File: config.mk
export PLATFORM = sky130hd
export DESIGN_NAME = muldiv_top
export DESIGN_NICKNAME = d
export VERILOG_FILES = /design/src/common/muldiv_pkg.sv /design/src/source/muldiv_decode.sv /design/src/muldiv/muldiv_mul_pipe.sv /design/src/muldiv/muldiv_div_iter.sv /design/src/source/muldiv_result.sv /design/src/source/muldiv_top.sv
export SDC_FILE = /design/constraint.sdc
export NUM_CORES = 2
export LEC_CHECK = 0
export BUFFER_PORTS_ARGS = -buffer_cell sky130_fd_sc_hd__buf_2
export CORE_ASPECT_RATIO = 1.4
export CORE_MARGIN = 2
export CORE_UTILIZATION = 55
export CTS_BUF_LIST = sky130_fd_sc_hd__clkbuf_2
export CTS_CLUSTER_SIZE = 14
export DETAILED_ROUTE_END_ITERATION = 16
export GPL_TIMING_DRIVEN = 0
export HOLD_SLACK_MARGIN = 0.02
export PLACE_DENSITY = 0.84
export SYNTH_ARGS = -nofsm -noshare
export SYNTH_HDL_FRONTEND = slang
export SYNTH_HIERARCHICAL = 1
export SYNTH_SLANG_ARGS = --single-unit
File: constraint.sdc
create_clock -name i_clk -period 6.4 [get_ports i_clk]
set_input_delay 0.96 -clock i_clk [delete_from_list [all_inputs] [get_ports i_clk]]
set_output_delay 0.96 -clock i_clk [all_outputs]
set_load 0.01 [all_outputs]
File: src/common/muldiv_pkg.sv
package muldiv_pkg;

  // Data and tag widths.
  localparam int XLEN_W = 32;
  localparam int TAG_W  = 4;

  // M-extension opcodes, encoded as funct3.
  typedef enum logic [2:0] {
    OP_MUL    = 3'b000,
    OP_MULH   = 3'b001,
    OP_MULHSU = 3'b010,
    OP_MULHU  = 3'b011,
    OP_DIV    = 3'b100,
    OP_DIVU   = 3'b101,
    OP_REM    = 3'b110,
    OP_REMU   = 3'b111
  } muldiv_op_t;

  // Issue request from the core.
  typedef struct packed {
    logic [2:0]        funct3;
    logic [XLEN_W-1:0] rs1;
    logic [XLEN_W-1:0] rs2;
    logic [TAG_W-1:0]  tag;
  } muldiv_req_t;

  // Decoded request with operands extended by their signedness.
  typedef struct packed {
    muldiv_op_t        op;
    logic [XLEN_W:0]   rs1;
    logic [XLEN_W:0]   rs2;
    logic [TAG_W-1:0]  tag;
  } muldiv_disp_t;

  // Tagged result.
  typedef struct packed {
    logic [TAG_W-1:0]  tag;
    logic [XLEN_W-1:0] data;
  } muldiv_res_t;

endpackage

File: src/source/muldiv_decode.sv
`timescale 1ns/100ps

module muldiv_decode (
  input  logic                     i_req_valid,
  input  muldiv_pkg::muldiv_req_t  i_req,
  input  logic                     i_div_idle,
  output logic                     o_req_ready,
  output logic                     o_mul_valid,
  output logic                     o_div_valid,
  output muldiv_pkg::muldiv_disp_t o_disp
);

  muldiv_pkg::muldiv_op_t w_op;
  logic                   w_is_div;
  logic                   w_rs1_signed;
  logic                   w_rs2_signed;

  assign w_op = muldiv_pkg::muldiv_op_t'(i_req.funct3);

  // Divide class is the upper half of funct3.
  assign w_is_div = w_op inside {muldiv_pkg::OP_DIV, muldiv_pkg::OP_DIVU,
                                 muldiv_pkg::OP_REM, muldiv_pkg::OP_REMU};

  assign w_rs1_signed = w_op inside {muldiv_pkg::OP_MUL, muldiv_pkg::OP_MULH,
                                     muldiv_pkg::OP_MULHSU, muldiv_pkg::OP_DIV,
                                     muldiv_pkg::OP_REM};

  assign w_rs2_signed = w_op inside {muldiv_pkg::OP_MUL, muldiv_pkg::OP_MULH,
                                     muldiv_pkg::OP_DIV, muldiv_pkg::OP_REM};

  // Multiplies always go; divides wait for an idle divider.
  assign o_req_ready = !w_is_div || i_div_idle;

  assign o_mul_valid = i_req_valid && !w_is_div;
  assign o_div_valid = i_req_valid && w_is_div && i_div_idle;

  // One extra bit carries the operand sign into the execute units.
  assign o_disp.op  = w_op;
  assign o_disp.rs1 = {w_rs1_signed && i_req.rs1[muldiv_pkg::XLEN_W-1], i_req.rs1};
  assign o_disp.rs2 = {w_rs2_signed && i_req.rs2[muldiv_pkg::XLEN_W-1], i_req.rs2};
  assign o_disp.tag = i_req.tag;

endmodule

File: src/muldiv/muldiv_mul_pipe.sv
`timescale 1ns/100ps

module muldiv_mul_pipe #(
  parameter int MUL_UNROLL = 8
) (
  input  logic                     i_clk,
  input  logic                     i_reset_n,
  input  logic                     i_valid,
  input  muldiv_pkg::muldiv_disp_t i_disp,
  output logic                     o_valid,
  output muldiv_pkg::muldiv_res_t  o_res
);

  localparam int XLEN_W   = muldiv_pkg::XLEN_W;
  localparam int MUL_STEP = (XLEN_W + MUL_UNROLL - 1) / MUL_UNROLL;
  localparam int PROD_W   = 2 * XLEN_W;
  localparam int DATA_N   = (MUL_STEP > 1) ? MUL_STEP - 1 : 1;

  // Operands still needed by later stages.
  typedef struct packed {
    logic [XLEN_W:0] mcand;
    logic [XLEN_W:0] mplier;
  } mul_data_t;

  // Accumulated product with its op and tag.
  typedef struct packed {
    muldiv_pkg::muldiv_op_t         op;
    logic [muldiv_pkg::TAG_W-1:0]   tag;
    logic [PROD_W-1:0]              prod;
  } mul_acc_t;

  logic      r_valid [MUL_STEP];
  mul_acc_t  r_acc   [MUL_STEP];
  mul_data_t r_data  [DATA_N];

  mul_acc_t  w_last;
  logic      w_high;

  for (genvar s = 0; s < MUL_STEP; s++) begin : g_stage
    logic                       w_valid;
    mul_data_t                  w_data;
    mul_acc_t                   w_acc;
    logic signed [MUL_UNROLL:0] w_chunk;
    logic signed [PROD_W-1:0]   w_term;
    logic [PROD_W-1:0]          w_prod;

    if (s == 0) begin : g_first
      assign w_valid = i_valid;
      assign w_data  = '{mcand: i_disp.rs1, mplier: i_disp.rs2};
      assign w_acc   = '{op: i_disp.op, tag: i_disp.tag, prod: '0};
    end else begin : g_next
      assign w_valid = r_valid[s-1];
      assign w_data  = r_data[s-1];
      assign w_acc   = r_acc[s-1];
    end

    // The top chunk holds the multiplier sign and is weighted negative.
    if (s == MUL_STEP - 1) begin : g_chunk_top
      assign w_chunk = w_data.mplier[MUL_UNROLL:0];
    end else begin : g_chunk_low
      assign w_chunk = {1'b0, w_data.mplier[MUL_UNROLL-1:0]};
    end

    assign w_term = PROD_W'($signed(w_data.mcand)) * PROD_W'(w_chunk);
    assign w_prod = w_acc.prod + (w_term <<< (s * MUL_UNROLL));

    always_ff @(posedge i_clk, negedge i_reset_n) begin
      if (!i_reset_n) begin
        r_valid[s] <= 1'b0;
      end else begin
        r_valid[s] <= w_valid;
      end
    end

    always_ff @(posedge i_clk) begin
      r_acc[s] <= '{op: w_acc.op, tag: w_acc.tag, prod: w_prod};
    end

    if (s < MUL_STEP - 1) begin : g_fwd
      logic [XLEN_W:0] w_mplier_next;

      // Arithmetic shift keeps the sign for the top chunk.
      assign w_mplier_next = $signed(w_data.mplier) >>> MUL_UNROLL;

      always_ff @(posedge i_clk) begin
        r_data[s] <= '{mcand: w_data.mcand, mplier: w_mplier_next};
      end
    end
  end

  assign w_last = r_acc[MUL_STEP-1];

  assign w_high = w_last.op inside {muldiv_pkg::OP_MULH, muldiv_pkg::OP_MULHSU,
                                    muldiv_pkg::OP_MULHU};

  assign o_valid    = r_valid[MUL_STEP-1];
  assign o_res.tag  = w_last.tag;
  assign o_res.data = w_high ? w_last.prod[PROD_W-1 -: XLEN_W] : w_last.prod[XLEN_W-1:0];

endmodule

File: src/muldiv/muldiv_div_iter.sv
`timescale 1ns/100ps

module muldiv_div_iter (
  input  logic                     i_clk,
  input  logic                     i_reset_n,
  input  logic                     i_valid,
  input  muldiv_pkg::muldiv_disp_t i_disp,
  input  logic                     i_ack,
  output logic                     o_idle,
  output logic                     o_valid,
  output muldiv_pkg::muldiv_res_t  o_res
);

  localparam int XLEN_W = muldiv_pkg::XLEN_W;
  localparam int CNT_W  = $clog2(XLEN_W);

  typedef enum logic [1:0] {
    DIV_IDLE,
    DIV_RUN,
    DIV_DONE
  } div_state_t;

  div_state_t                   r_state;
  logic [CNT_W-1:0]             r_cnt;
  logic [XLEN_W-1:0]            r_quot;
  logic [XLEN_W-1:0]            r_rem;
  logic [XLEN_W-1:0]            r_divisor;
  logic                         r_neg_q;
  logic                         r_neg_r;
  logic                         r_is_rem;
  logic [muldiv_pkg::TAG_W-1:0] r_tag;

  logic              w_neg1;
  logic              w_neg2;
  logic [XLEN_W-1:0] w_abs1;
  logic [XLEN_W-1:0] w_abs2;
  logic              w_div_zero;
  logic              w_overflow;
  logic              w_special;
  logic [XLEN_W:0]   w_shift;
  logic [XLEN_W:0]   w_diff;
  logic              w_ge;
  logic [XLEN_W-1:0] w_quot_out;
  logic [XLEN_W-1:0] w_rem_out;

  // The extension bit is the sign, and is zero for unsigned ops.
  assign w_neg1 = i_disp.rs1[XLEN_W];
  assign w_neg2 = i_disp.rs2[XLEN_W];
  assign w_abs1 = w_neg1 ? -i_disp.rs1[XLEN_W-1:0] : i_disp.rs1[XLEN_W-1:0];
  assign w_abs2 = w_neg2 ? -i_disp.rs2[XLEN_W-1:0] : i_disp.rs2[XLEN_W-1:0];

  // Only a signed op extends to these patterns.
  assign w_div_zero = (i_disp.rs2 == '0);
  assign w_overflow = (i_disp.rs1 == {2'b11, {(XLEN_W-1){1'b0}}}) && (i_disp.rs2 == '1);
  assign w_special  = w_div_zero || w_overflow;

  // Restoring step on the shifted partial remainder.
  assign w_shift = {r_rem, r_quot[XLEN_W-1]};
  assign w_diff  = w_shift - {1'b0, r_divisor};
  assign w_ge    = !w_diff[XLEN_W];

  always_ff @(posedge i_clk, negedge i_reset_n) begin
    if (!i_reset_n) begin
      r_state <= DIV_IDLE;
      r_cnt   <= '0;
    end else begin
      case (r_state)
        DIV_IDLE: begin
          if (i_valid) begin
            r_state <= w_special ? DIV_DONE : DIV_RUN;
            r_cnt   <= CNT_W'(XLEN_W - 1);
          end
        end
        DIV_RUN: begin
          if (r_cnt == '0) begin
            r_state <= DIV_DONE;
          end
          r_cnt <= r_cnt - 1'b1;
        end
        DIV_DONE: begin
          if (i_ack) begin
            r_state <= DIV_IDLE;
          end
        end
        default: begin
          r_state <= DIV_IDLE;
        end
      endcase
    end
  end

  always_ff @(posedge i_clk) begin
    case (r_state)
      DIV_IDLE: begin
        if (i_valid) begin
          r_tag     <= i_disp.tag;
          r_is_rem  <= (i_disp.op == muldiv_pkg::OP_REM) || (i_disp.op == muldiv_pkg::OP_REMU);
          r_divisor <= w_abs2;
          if (w_div_zero) begin
            r_quot  <= '1;
            r_rem   <= i_disp.rs1[XLEN_W-1:0];
            r_neg_q <= 1'b0;
            r_neg_r <= 1'b0;
          end else if (w_overflow) begin
            r_quot  <= i_disp.rs1[XLEN_W-1:0];
            r_rem   <= '0;
            r_neg_q <= 1'b0;
            r_neg_r <= 1'b0;
          end else begin
            // Dividend shifts out of the quotient register.
            r_quot  <= w_abs1;
            r_rem   <= '0;
            r_neg_q <= w_neg1 ^ w_neg2;
            r_neg_r <= w_neg1;
          end
        end
      end
      DIV_RUN: begin
        r_quot <= {r_quot[XLEN_W-2:0], w_ge};
        r_rem  <= w_ge ? w_diff[XLEN_W-1:0] : w_shift[XLEN_W-1:0];
      end
      default: begin
      end
    endcase
  end

  // Remainder takes the dividend sign.
  assign w_quot_out = r_neg_q ? -r_quot : r_quot;
  assign w_rem_out  = r_neg_r ? -r_rem : r_rem;

  assign o_idle     = (r_state == DIV_IDLE);
  assign o_valid    = (r_state == DIV_DONE);
  assign o_res.tag  = r_tag;
  assign o_res.data = r_is_rem ? w_rem_out : w_quot_out;

endmodule

File: src/source/muldiv_result.sv
`timescale 1ns/100ps

module muldiv_result (
  input  logic                    i_clk,
  input  logic                    i_reset_n,
  input  logic                    i_mul_valid,
  input  muldiv_pkg::muldiv_res_t i_mul_res,
  input  logic                    i_div_valid,
  input  muldiv_pkg::muldiv_res_t i_div_res,
  output logic                    o_div_ack,
  output logic                    o_res_valid,
  output muldiv_pkg::muldiv_res_t o_res
);

  // Multiplier cannot stall, so it always wins.
  assign o_div_ack = i_div_valid && !i_mul_valid;

  always_ff @(posedge i_clk, negedge i_reset_n) begin
    if (!i_reset_n) begin
      o_res_valid <= 1'b0;
    end else begin
      o_res_valid <= i_mul_valid || i_div_valid;
    end
  end

  always_ff @(posedge i_clk) begin
    if (i_mul_valid) begin
      o_res <= i_mul_res;
    end else begin
      o_res <= i_div_res;
    end
  end

endmodule

File: src/source/muldiv_top.sv
`timescale 1ns/100ps

module muldiv_top #(
  parameter int MUL_UNROLL = 8
) (
  input  logic                    i_clk,
  input  logic                    i_reset_n,
  input  logic                    i_req_valid,
  input  muldiv_pkg::muldiv_req_t i_req,
  output logic                    o_req_ready,
  output logic                    o_res_valid,
  output muldiv_pkg::muldiv_res_t o_res
);

  muldiv_pkg::muldiv_disp_t w_disp;
  logic                     w_mul_valid;
  logic                     w_div_valid;
  logic                     w_div_idle;

  logic                     w_mul_out_valid;
  muldiv_pkg::muldiv_res_t  w_mul_res;
  logic                     w_div_out_valid;
  muldiv_pkg::muldiv_res_t  w_div_res;
  logic                     w_div_ack;

  muldiv_decode u_decode (
    .i_req_valid (i_req_valid),
    .i_req       (i_req),
    .i_div_idle  (w_div_idle),
    .o_req_ready (o_req_ready),
    .o_mul_valid (w_mul_valid),
    .o_div_valid (w_div_valid),
    .o_disp      (w_disp)
  );

  muldiv_mul_pipe #(
    .MUL_UNROLL (MUL_UNROLL)
  ) u_mul_pipe (
    .i_clk     (i_clk),
    .i_reset_n (i_reset_n),
    .i_valid   (w_mul_valid),
    .i_disp    (w_disp),
    .o_valid   (w_mul_out_valid),
    .o_res     (w_mul_res)
  );

  muldiv_div_iter u_div_iter (
    .i_clk     (i_clk),
    .i_reset_n (i_reset_n),
    .i_valid   (w_div_valid),
    .i_disp    (w_disp),
    .i_ack     (w_div_ack),
    .o_idle    (w_div_idle),
    .o_valid   (w_div_out_valid),
    .o_res     (w_div_res)
  );

  muldiv_result u_result (
    .i_clk       (i_clk),
    .i_reset_n   (i_reset_n),
    .i_mul_valid (w_mul_out_valid),
    .i_mul_res   (w_mul_res),
    .i_div_valid (w_div_out_valid),
    .i_div_res   (w_div_res),
    .o_div_ack   (w_div_ack),
    .o_res_valid (o_res_valid),
    .o_res       (o_res)
  );

endmodule

==> results.sh <==
export IMPL_outcome="finished, violations left"
export IMPL_violations="setup timing"
export IMPL_ant_nets=0
export IMPL_rsz0062_at_grt="true"
export IMPL_cp_slowest_cell="fa_1"
export IMPL_cts_tree="yes"
export IMPL_dpl_hpwl_um=150400
export IMPL_syn_area_per_cell_um2=9.256
export IMPL_fin_nets=8750
export IMPL_io_pins=112
export IMPL_fin_ws_ns=-1.218
export IMPL_worst_hold_path_num_cells=2
export IMPL_drc=0
export IMPL_grt_overflow_total=0
export IMPL_synth_edf_count=103
export IMPL_final_common_cell="inv_1"
export IMPL_path_clk_slew_ns=0.10
export IMPL_numCtsBuffers=139
export IMPL_path_buf_inv=5
export IMPL_startpoint_type="flop"
export IMPL_maxSlewViolCount=0
export IMPL_max_freq_ghz=0.1313
export IMPL_final_cell_mix="inv_1, fa_1, and2_1"
export IMPL_worst_pin_slew_ns=1.230
export IMPL_max_stage_delay_ns=0.55
export IMPL_synth_yosys_seq_area_share_pct=19.68
export IMPL_first_global_vias=55390
export IMPL_vias=53960
export IMPL_slew_headroom_pct=17.86
export IMPL_hp_class="input port to flop"
export IMPL_fill_cells=8148
export IMPL_die_area_um2=117000
export IMPL_dr_pass1_iters=6
export IMPL_cts_buffer_depth=3
export IMPL_finalCriticalPeriod_ns=7.618
export IMPL_clkSinkCount=563
export IMPL_ctsRootBufferMaster="clkbuf_2"
export IMPL_wl_um=209000
export IMPL_rows=146
export IMPL_synth_area_um2=62820
export IMPL_gp_congestion=1.010
export IMPL_path_class="flop to flop"
export IMPL_clkLatencyLatePin_ns=1.41
export IMPL_synth_distinct_cells=103
export IMPL_antenna_found_initial=30
export IMPL_drtIter0Drc=4988
export IMPL_crit_family="compound AO/OA/AOI/OAI gates"
export IMPL_vias_per_cell=6.048
export IMPL_fin_worst_skew_ns=0.1466
export IMPL_cts_htree_levels=4
export IMPL_grt_max_degree=28
export IMPL_setup_tns_ns=-57.18
export IMPL_die_x_um=289.6
export IMPL_hold_viol_final=0
export IMPL_rr_worst_depth=32
export IMPL_cp_required_ns=7.63
export IMPL_end_kind="flop"
export IMPL_cp_max_fo=6
export IMPL_syn_inst=6787
export IMPL_track_usage_pct=33.95
export IMPL_synthToLayoutAreaGrowth_pct=17.61
export IMPL_initial_core_util_pct=55.47
export IMPL_syn_num_nets=8213
export IMPL_die_y_um=403.9
export IMPL_crit_arrival_ns=8.85
export IMPL_synth_flop_cell="dfxtp_1"
export IMPL_finalCritPeriodShare_pct=119.0
export IMPL_cp_depth=32
export IMPL_setup_viol=84
export IMPL_synth_async_reset_ratio_pct=2.131
export IMPL_drv_cap=0
export IMPL_wl_per_cell_um=23.43
export IMPL_ys_warn_count=6
export IMPL_holdWs_ns=0.2350
export IMPL_core_area_um2=113300
export IMPL_grt_first_pass_wirelength_um=303200
export IMPL_io_buffers=45
export IMPL_final_util_pct=65.23
export IMPL_drive_above_1_share_pct=19.08
export IMPL_ys_ff_latch=563
==> timing repair <==
item / in CTS / in global routing
setup buffers: 166 / 139
gates resized for setup: 535 / 358
pin swaps: 275 / 314
endpoints found under the hold margin: 128 / 0
hold buffers: 76 / 0
gates cloned: 4 / 1
endpoints found under the setup margin: 97 / 96
==> per-layer routing <==
metal	vias to the layer above	wire [µm]	GRT usage, %
met5	-	89	0
met4	10	22280	27.93
met3	1284	20670	6.421
met2	3420	96990	55.81
met1	26280	69020	38.16
li1	22970	-	-
==> through the flow <==
step                      instance area, µm²  cells  setup WS [ns]
after global routing                   73870   8915         -1.458
final                                  73880   8922         -1.218
after detailed placement               65540   8315         -2.117
after CTS                              71250   8790        -0.9585
after global placement                 65470   8312         -1.987
after floorplan                        63400   6787        -0.2522
==> cells in the mapped netlist, types with 76 or more instances <==
cell type  count  area share [%]
edfxtp_1     103             4.9
and2_1       648             6.5
a21oi_1      299             2.4
xnor2_1      267             3.7
nand2_1      665             4.0
buf_4         76            0.91
inv_1       1034             6.2
dfxtp_1      448              14
clkbuf_1     182             1.1
fa_1         847              27
ha_1         505              10
nand3_1       79            0.63
o21ai_0      177             1.4
nor2_1       221             1.3
a21o_1       159             1.9
xor2_1       149             2.1
==> state kept, by name (all words and copies together), names as in the netlist, 2 cells and up <==
name                        cells
u_div_iter/r_quot              32
u_div_iter/r_divisor           32
u_mul_pipe/g_stage.w_valid      3
u_div_iter/r_rem               32
u_div_iter/r_state              2
u_mul_pipe/r_data             150
u_div_iter/r_cnt                5
u_mul_pipe/r_acc              262
u_result/o_res                 36
u_div_iter/r_tag                4
==> logic make-up after synthesis <==
logic type,count (synthesis),synth area share (%)
flip-flops,563,19.68
XOR/XNOR,420,5.931
AND/OR/NAND/NOR,1975,16.00
buffers and inverters,1309,8.349
AO/OA/AOI/OAI,1065,11.11
multiplexers,103,1.884
adder cells (fa/ha/maj),1352,37.05
==> worst register-to-register path: cells and delay by family (launching register included) <==
family / cells / cell delay (ns)
compound gates: 17 / 2.98
xor+xnor: 2 / 0.67
fa+ha+maj: 6 / 2.74
buf+inv: 5 / 0.46
flops: 1 / 0.46
simple gates: 2 / 0.21
==> worst paths after layout <==
path / to / start / slack [ns]
min in group asynchronous: u_div_iter/r_state[1]$_DFFE_PN0P_ / i_reset_n / 0.60
worst min register to register: u_mul_pipe/r_acc[2][0]$_DFF_P_ / u_mul_pipe/r_acc[1][0]$_DFF_P_ / 0.29
worst max register to register: u_mul_pipe/r_acc[2][63]$_DFF_P_ / u_mul_pipe/r_data[0][67]$_DFF_P_ / -1.22
worst max-delay path: u_mul_pipe/r_acc[2][63]$_DFF_P_ / u_mul_pipe/r_data[0][67]$_DFF_P_ / -1.22
worst min-delay path: u_mul_pipe/r_acc[0][65]$_DFF_P_ / i_req[1] / 0.24
max in group asynchronous: u_mul_pipe/o_valid$_DFF_PN0_ / i_reset_n / 5.36
==> cell type report <==
cell class	instances	area, µm²	share of cell area, %
Multi-Input combinational cell	4915	48820	66.08
Tap cell	1480	1852	2.506
Inverter	1034	3889	5.263
Buffer	248	1954	2.645
Timing Repair Buffer	423	3558	4.816
Clock inverter	55	309.0	0.4183
Clock buffer	192	960.9	1.301
Antenna cell	12	30.03	0.04064
Sequential cell	563	12510	16.93
Power is left out: the tool's default activity adds up to more than one toggle a clock period on the data nets, which glitch-free logic cannot reach.
